### src/include/tlb_settings.svh
`ifndef TLB_SETTINGS_SVH
`define TLB_SETTINGS_SVH

// number of TLB entries.
`define TLB_NUM 16

// entry index width, ceil(log2(TLB_NUM)).
`define TLB_IDX_W $clog2(`TLB_NUM)

// virtual address width.
`define TLB_VA_W 32

`endif

### src/hw/tlb_entry_pkg.sv
`include "tlb_settings.svh"

package tlb_entry_pkg;

    // ps code of a 4MB huge page; anything else is treated as 4KB.
    localparam logic [5:0] PS_4M = 6'd21;

    typedef struct packed {
        logic [19:0] pfn;
        logic [1:0]  mat;
        logic [1:0]  plv;
        logic        d;
        logic        v;
    } tlb_page_t;

    typedef struct packed {
        logic [18:0] vpn2;
        logic [9:0]  asid;
        logic [5:0]  ps;
        logic        g;
        logic        e;
        tlb_page_t   p0;            // even page.
        tlb_page_t   p1;            // odd page.
    } tlb_entry_t;

    // vpn2 compare, huge pages only look at the top 10 bits.
    function automatic logic vpn_match(
        input tlb_entry_t                ent,
        input logic [`TLB_VA_W-1:0]      va
    );
        if (ent.ps == PS_4M) begin
            return ent.vpn2[18:9] == va[`TLB_VA_W-1:22];
        end else begin
            return ent.vpn2 == va[`TLB_VA_W-1:13];
        end
    endfunction

endpackage

### src/hw/tlb_op_pkg.sv
`include "tlb_settings.svh"

package tlb_op_pkg;

    // INVTLB op field. code 7 is a no-op.
    typedef enum logic [2:0] {
        INV_ALL0         = 3'd0,
        INV_ALL          = 3'd1,
        INV_G1           = 3'd2,
        INV_G0           = 3'd3,
        INV_G0_ASID      = 3'd4,
        INV_G0_ASID_VA   = 3'd5,
        INV_G_OR_ASID_VA = 3'd6
    } inv_op_t;

    // one search port's answer, all zero on a miss.
    typedef struct packed {
        logic                        found;
        logic [`TLB_IDX_W-1:0]       index;
        logic [5:0]                  ps;
        tlb_entry_pkg::tlb_page_t    page;
    } tlb_result_t;

endpackage

### src/hw/tlb_memory.sv
`timescale 1ns/1ps
`include "tlb_settings.svh"

module tlb_memory (
    input  logic                         clk,
    input  logic                         rst_n,

    // write port, TLBWR / TLBFILL.
    input  logic                         we,
    input  logic [`TLB_IDX_W-1:0]        w_index,
    input  tlb_entry_pkg::tlb_entry_t    w_entry,

    // read port, TLBRD.
    input  logic [`TLB_IDX_W-1:0]        r_index,
    output tlb_entry_pkg::tlb_entry_t    r_entry,

    // INVTLB.
    input  logic                         inv_valid,
    input  tlb_op_pkg::inv_op_t          inv_op,
    input  logic [9:0]                   inv_asid,
    input  logic [`TLB_VA_W-1:0]         inv_va,

    // every entry, for the search ports.
    output tlb_entry_pkg::tlb_entry_t    all_entries [`TLB_NUM]
);

    tlb_entry_pkg::tlb_entry_t mem [`TLB_NUM];

    logic [`TLB_NUM-1:0] glob;      // g bit per entry.
    logic [`TLB_NUM-1:0] asid_eq;   // stored asid equals inv_asid.
    logic [`TLB_NUM-1:0] va_eq;     // vpn matches inv_va under entry ps.
    logic [`TLB_NUM-1:0] inv_hit;   // entries to clear this cycle.

    tlb_entry_pkg::tlb_entry_t r_sel;

    // per-entry compare terms for the invalidation engine
    for (genvar i = 0; i < `TLB_NUM; i++) begin : g_inv_cmp
        assign glob[i]    = mem[i].g;
        assign asid_eq[i] = mem[i].asid == inv_asid;
        assign va_eq[i]   = tlb_entry_pkg::vpn_match(mem[i], inv_va);
    end

    always_comb begin
        case (inv_op)
            tlb_op_pkg::INV_ALL0,
            tlb_op_pkg::INV_ALL: begin
                inv_hit = '1;
            end
            tlb_op_pkg::INV_G1: begin
                inv_hit = glob;
            end
            tlb_op_pkg::INV_G0: begin
                inv_hit = ~glob;
            end
            tlb_op_pkg::INV_G0_ASID: begin
                inv_hit = ~glob & asid_eq;
            end
            tlb_op_pkg::INV_G0_ASID_VA: begin
                inv_hit = ~glob & asid_eq & va_eq;
            end
            tlb_op_pkg::INV_G_OR_ASID_VA: begin
                inv_hit = (glob | asid_eq) & va_eq;
            end
            default: begin
                inv_hit = '0;           // op 7.
            end
        endcase
    end

    // only the exist bits see reset; payload is don't-care until written.
    always_ff @(posedge clk) begin
        if (!rst_n) begin
            for (int j = 0; j < `TLB_NUM; j++) begin
                mem[j].e <= 1'b0;
            end
        end else if (inv_valid) begin
            // a write in the same cycle is dropped
            for (int j = 0; j < `TLB_NUM; j++) begin
                if (inv_hit[j]) begin
                    mem[j].e <= 1'b0;
                end
            end
        end else if (we) begin
            mem[w_index] <= w_entry;
        end
    end

    // read port, all fields masked by e.
    assign r_sel   = mem[r_index];
    assign r_entry = r_sel.e ? r_sel : '0;

    assign all_entries = mem;

endmodule

### src/hw/tlb_match.sv
`timescale 1ns/1ps
`include "tlb_settings.svh"

module tlb_match (
    input  tlb_entry_pkg::tlb_entry_t    all_entries [`TLB_NUM],
    input  logic [`TLB_VA_W-1:0]         va,
    input  logic [9:0]                   asid,
    output tlb_op_pkg::tlb_result_t      result
);

    localparam int IDX_W = `TLB_IDX_W;

    logic [`TLB_NUM-1:0]       hit;
    logic                      found;
    logic [IDX_W-1:0]          idx;
    tlb_entry_pkg::tlb_entry_t sel;
    logic                      odd;

    // exist, asid/global and vpn compare, one bit per entry
    for (genvar i = 0; i < `TLB_NUM; i++) begin : g_hit
        assign hit[i] = all_entries[i].e
                     && (all_entries[i].g || all_entries[i].asid == asid)
                     && tlb_entry_pkg::vpn_match(all_entries[i], va);
    end

    // lowest index wins, so scan from the top down.
    always_comb begin
        found = 1'b0;
        idx   = '0;
        for (int i = `TLB_NUM - 1; i >= 0; i--) begin
            if (hit[i]) begin
                found = 1'b1;
                idx   = IDX_W'(i);
            end
        end
    end

    assign sel = all_entries[idx];

    // odd/even select bit follows the page size.
    assign odd = (sel.ps == tlb_entry_pkg::PS_4M) ? va[21] : va[12];

    always_comb begin
        result.found = found;
        result.index = idx;         // already zero on a miss.
        if (found) begin
            result.ps   = sel.ps;
            result.page = odd ? sel.p1 : sel.p0;
        end else begin
            result.ps   = '0;
            result.page = '0;
        end
    end

endmodule

### src/hw/tlb_top.sv
`timescale 1ns/1ps
`include "tlb_settings.svh"

module tlb_top (
    input  logic                         clk,
    input  logic                         rst_n,

    // TLBWR / TLBFILL.
    input  logic                         we,
    input  logic [`TLB_IDX_W-1:0]        w_index,
    input  tlb_entry_pkg::tlb_entry_t    w_entry,

    // TLBRD.
    input  logic [`TLB_IDX_W-1:0]        r_index,
    output tlb_entry_pkg::tlb_entry_t    r_entry,

    // INVTLB.
    input  logic                         inv_valid,
    input  tlb_op_pkg::inv_op_t          inv_op,
    input  logic [9:0]                   inv_asid,
    input  logic [`TLB_VA_W-1:0]         inv_va,

    // instruction fetch search.
    input  logic [`TLB_VA_W-1:0]         fetch_va,
    input  logic [9:0]                   fetch_asid,
    output tlb_op_pkg::tlb_result_t      fetch_result,

    // load/store search, also TLBSRCH.
    input  logic [`TLB_VA_W-1:0]         data_va,
    input  logic [9:0]                   data_asid,
    output tlb_op_pkg::tlb_result_t      data_result
);

    tlb_entry_pkg::tlb_entry_t all_entries [`TLB_NUM];

    tlb_memory u_memory (
        .clk         (clk),
        .rst_n       (rst_n),
        .we          (we),
        .w_index     (w_index),
        .w_entry     (w_entry),
        .r_index     (r_index),
        .r_entry     (r_entry),
        .inv_valid   (inv_valid),
        .inv_op      (inv_op),
        .inv_asid    (inv_asid),
        .inv_va      (inv_va),
        .all_entries (all_entries)
    );

    tlb_match u_fetch_match (
        .all_entries (all_entries),
        .va          (fetch_va),
        .asid        (fetch_asid),
        .result      (fetch_result)
    );

    tlb_match u_data_match (
        .all_entries (all_entries),
        .va          (data_va),
        .asid        (data_asid),
        .result      (data_result)
    );

endmodule

### config.mk
export PLATFORM = sky130hd
export DESIGN_NAME = tlb_top
export DESIGN_NICKNAME = d
export VERILOG_FILES = /design/src/hw/tlb_entry_pkg.sv /design/src/hw/tlb_op_pkg.sv /design/src/hw/tlb_memory.sv /design/src/hw/tlb_match.sv /design/src/hw/tlb_top.sv
export VERILOG_INCLUDE_DIRS = /design/src /design/src/include
export SDC_FILE = /design/constraint.sdc
export NUM_CORES = 2
export LEC_CHECK = 0
export BUFFER_PORTS_ARGS = -buffer_cell sky130_fd_sc_hd__buf_2
export CORE_MARGIN = 10
export CORE_UTILIZATION = 45
export DETAILED_ROUTE_END_ITERATION = 16
export PLACE_DENSITY_LB_ADDON = 0.05
export SYNTH_ARGS = -nofsm -noshare
export SYNTH_HDL_FRONTEND = slang
export SYNTH_SLANG_ARGS = --single-unit
export TNS_END_PERCENT = 5
### constraint.sdc
create_clock -name clk -period 10.9 [get_ports clk]
set_clock_uncertainty 0.2 [all_clocks]
set_input_delay 3.27 -clock clk [delete_from_list [all_inputs] [get_ports clk]]
set_output_delay 3.27 -clock clk [all_outputs]
set_load 0.02 [all_outputs]
==> results.cfg <==
[outcome]
status = finished, violations left
violations = negative setup slack

[die]
initial_core_util = 0.453
io_pins = 393
die_h_um = 474
die_area_um2 = 225000
core-area_um2 = 205000
placementRows = 166
dieWidth_um = 474

[logic_synthesis]
synth-main-ff-cell = edfxtp_1
syn_area_um2 = 92700
avgSynthCellArea_um2 = 12.4
async_reset_ff_frac = 0
synth_edf_count = 1408
seq_area_frac_synth = 0.460
ys_seq_elements = 1424
syn_inst = 7461
yosysWarnings = 0
syn_nets = 7691
ys_types = 76

[clock_network]
cts.sink_count = 1424
cts_hold_buf = 0
htreeDepth = 4
clockRootBuffer = clkbuf_16
cts_tree = built
insertion_delay_ps = 850
cts.clk_slew.worst_paths_ps = 60
cts_buffers = 167
cts_buffer_depth = 3

[critical_path]
cp.arrival_ps = 8460
endpoint_kind = output port
rrSetupSlack_ps = 7200
critPathMaxStageDelay_ps = 580
timing.critical_path.cells = buf_2 > xor2_1 > nor2_1 > a31oi_4 > or4_4 > o211ai_1 > a311o_1 > and3_4 > buf_12 > mux2i_1 > mux2i_1 > a32oi_2 > nand3_2 > nor4_4 > buf_4 > mux2i_4 > buf_12 > buf_16 > buf_12 > buf_12 > nand3_4 > a21oi_4 > buf_6
cp_data_required_time_ps = 7430
crit_path_start_kind = primary input
crit_top_cell = buf_12
worst_path_max_delay_cell = or4_4
critPathKind = primary input to output port
cp_max_fo = 11

[route]
drc = 0
drt_iter0_markers = 8474
antenna_left = 0
drt_wl_total_um = 397000
via_per_inst = 6.42
wl_per_cell_um = 35.6
vias = 71600
drt-pass1-iter-count = 6

[worst_hold_path]
hp-class = flip-flop to flip-flop

[sta]
fin_crit_sh = 1.09
setup_ws_ps = -1030
finalSetupViolCount = 54
period_minus_slack_ps = 11930
maxSlewHeadroom = 0.105
maxSlewViolCount = 0
tns_ps = -48060
worst_slew_pin_slew_ps = 1340
final_hold_viol_count = 0
fmax_ghz = 0.0838
rsz0062_at_grt = yes

[power]
power.density_nw_per_um2 = 119
leakage_uw = 0.0368
ir_drop_v = 0.000167

[global_routing]
grt_pass1_vias = 71000
grt_antenna_before_repair = 31
grt_max_degree = 147
grt_use_total = 0.343
grt_pass1_wl_um = 552000
gr-total-overflow = 0

[place]
dp_hpwl_um = 267000
gp_congestion = 0.997
io_buffers = 355
post-place-cells = 10800
preCtsSetupSlack_ps = -1710

[finish]
drive_gt1_frac = 0.305
final_cell_mix = edfxtp_1 (1,408), xor2_1 (735), buf_4 (732), xnor2_1 (655), mux2i_1 (624)
nets = 8528
largest_reg_flops = 1424
instances_no_fill = 11100
syn_to_final_growth_pct = 19.7
fin_util = 0.542
final_common_cell = edfxtp_1

[run]
cap_violations = 0
-- routing by layer --
layer,vias to the layer above,part of all wire,GRT usage
met5,-,0.00034,0
met4,20,0.073,0.219
met3,890,0.081,0.0590
met2,3728,0.46,0.536
met1,36700,0.39,0.443
li1,30300,-,-
-- metrics by stage --
step,power (uW),area [um^2],hold slack [ps]
after global routing,13600,111000,443
after CTS,13300,111000,425
after detailed placement,7490,104000,410
final,13300,111000,424
after global placement,7490,104000,406
after floorplan,6930,92700,300
-- final timing paths --
path | from | to | depth (start not counted)
setup / recovery | data_va[13] | data_result[1] | 23
hold / removal | u_memory.all_entries[230] | u_memory.all_entries[230] | 2
setup reg to reg | u_memory.all_entries[951] | u_memory.all_entries[942] | 7
hold reg to reg | u_memory.all_entries[230] | u_memory.all_entries[230] | 2
-- Yosys cell counts (67+ instances only) --
cell type     n  area share
nand3_1     202       0.011
mux2_2      438       0.053
a21oi_1     353       0.019
o211ai_1     80      0.0065
xnor2_1     656       0.062
nor3_1      121      0.0065
a211oi_1     98      0.0079
clkbuf_1    301       0.012
nor4_1      160       0.011
mux2i_1     628       0.068
xor2_1      737       0.070
buf_2       162      0.0087
mux4_2      444        0.11
nand4_1     196       0.013
nor2b_1     110      0.0074
o21ai_0     182      0.0098
nor2_1      382       0.015
buf_1        67      0.0027
edfxtp_1   1408        0.46
nand2_1     273       0.011
-- where the power goes --
| group | leakage, uW | switching (uW) | internal [uW] |
|---|---|---|---|
| clock network | 0.00271 | 2470 | 3350 |
| logic | 0.0213 | 794 | 548 |
| registers | 0.0128 | 41.5 | 6060 |
-- worst max-delay path, delay by kind of cell --
family	cells	cell delay, ps
and+or+nand+nor	6	1550
buffers and inverters	8	1480
AOI/OAI and AO/OA	5	1420
muxes	3	540
xor gates and xnor gates	1	120
-- area by class of cell --
class	count	area, um^2
Antenna cell	27	67.6
Clock buffer	200	4320
Clock inverter	104	1240
Fill cell	17500	93800
Inverter	22	82.6
Multi-Input combinational cell	5432	48600
Sequential cell	1424	42600
Tap cell	2688	3360
Timing Repair Buffer	1251	10700
-- what timing repair did --
| action | in CTS | in global routing |
|---|---|---|
| endpoints found under the setup margin | 63 | 61 |
| gates resized for setup | 244 | 73 |
| gates cloned | 6 | 1 |
| pin swaps | 35 | 19 |
| buffers inserted | 18 | 9 |
-- kinds of logic (layout without fill, tap and decap cells) --
kind of cell	count (synthesis)	count (layout)	synth area share
and+or+nand+nor	1582	1582	0.0865
muxes	1512	1512	0.229
DFF	1424	1424	0.460
xor gates and xnor gates	1393	1393	0.132
AOI/OAI and AO/OA	944	945	0.0638
buffers and inverters	606	1577	0.0292
other	0	27	0
Power figures use the tool's default switching activity.
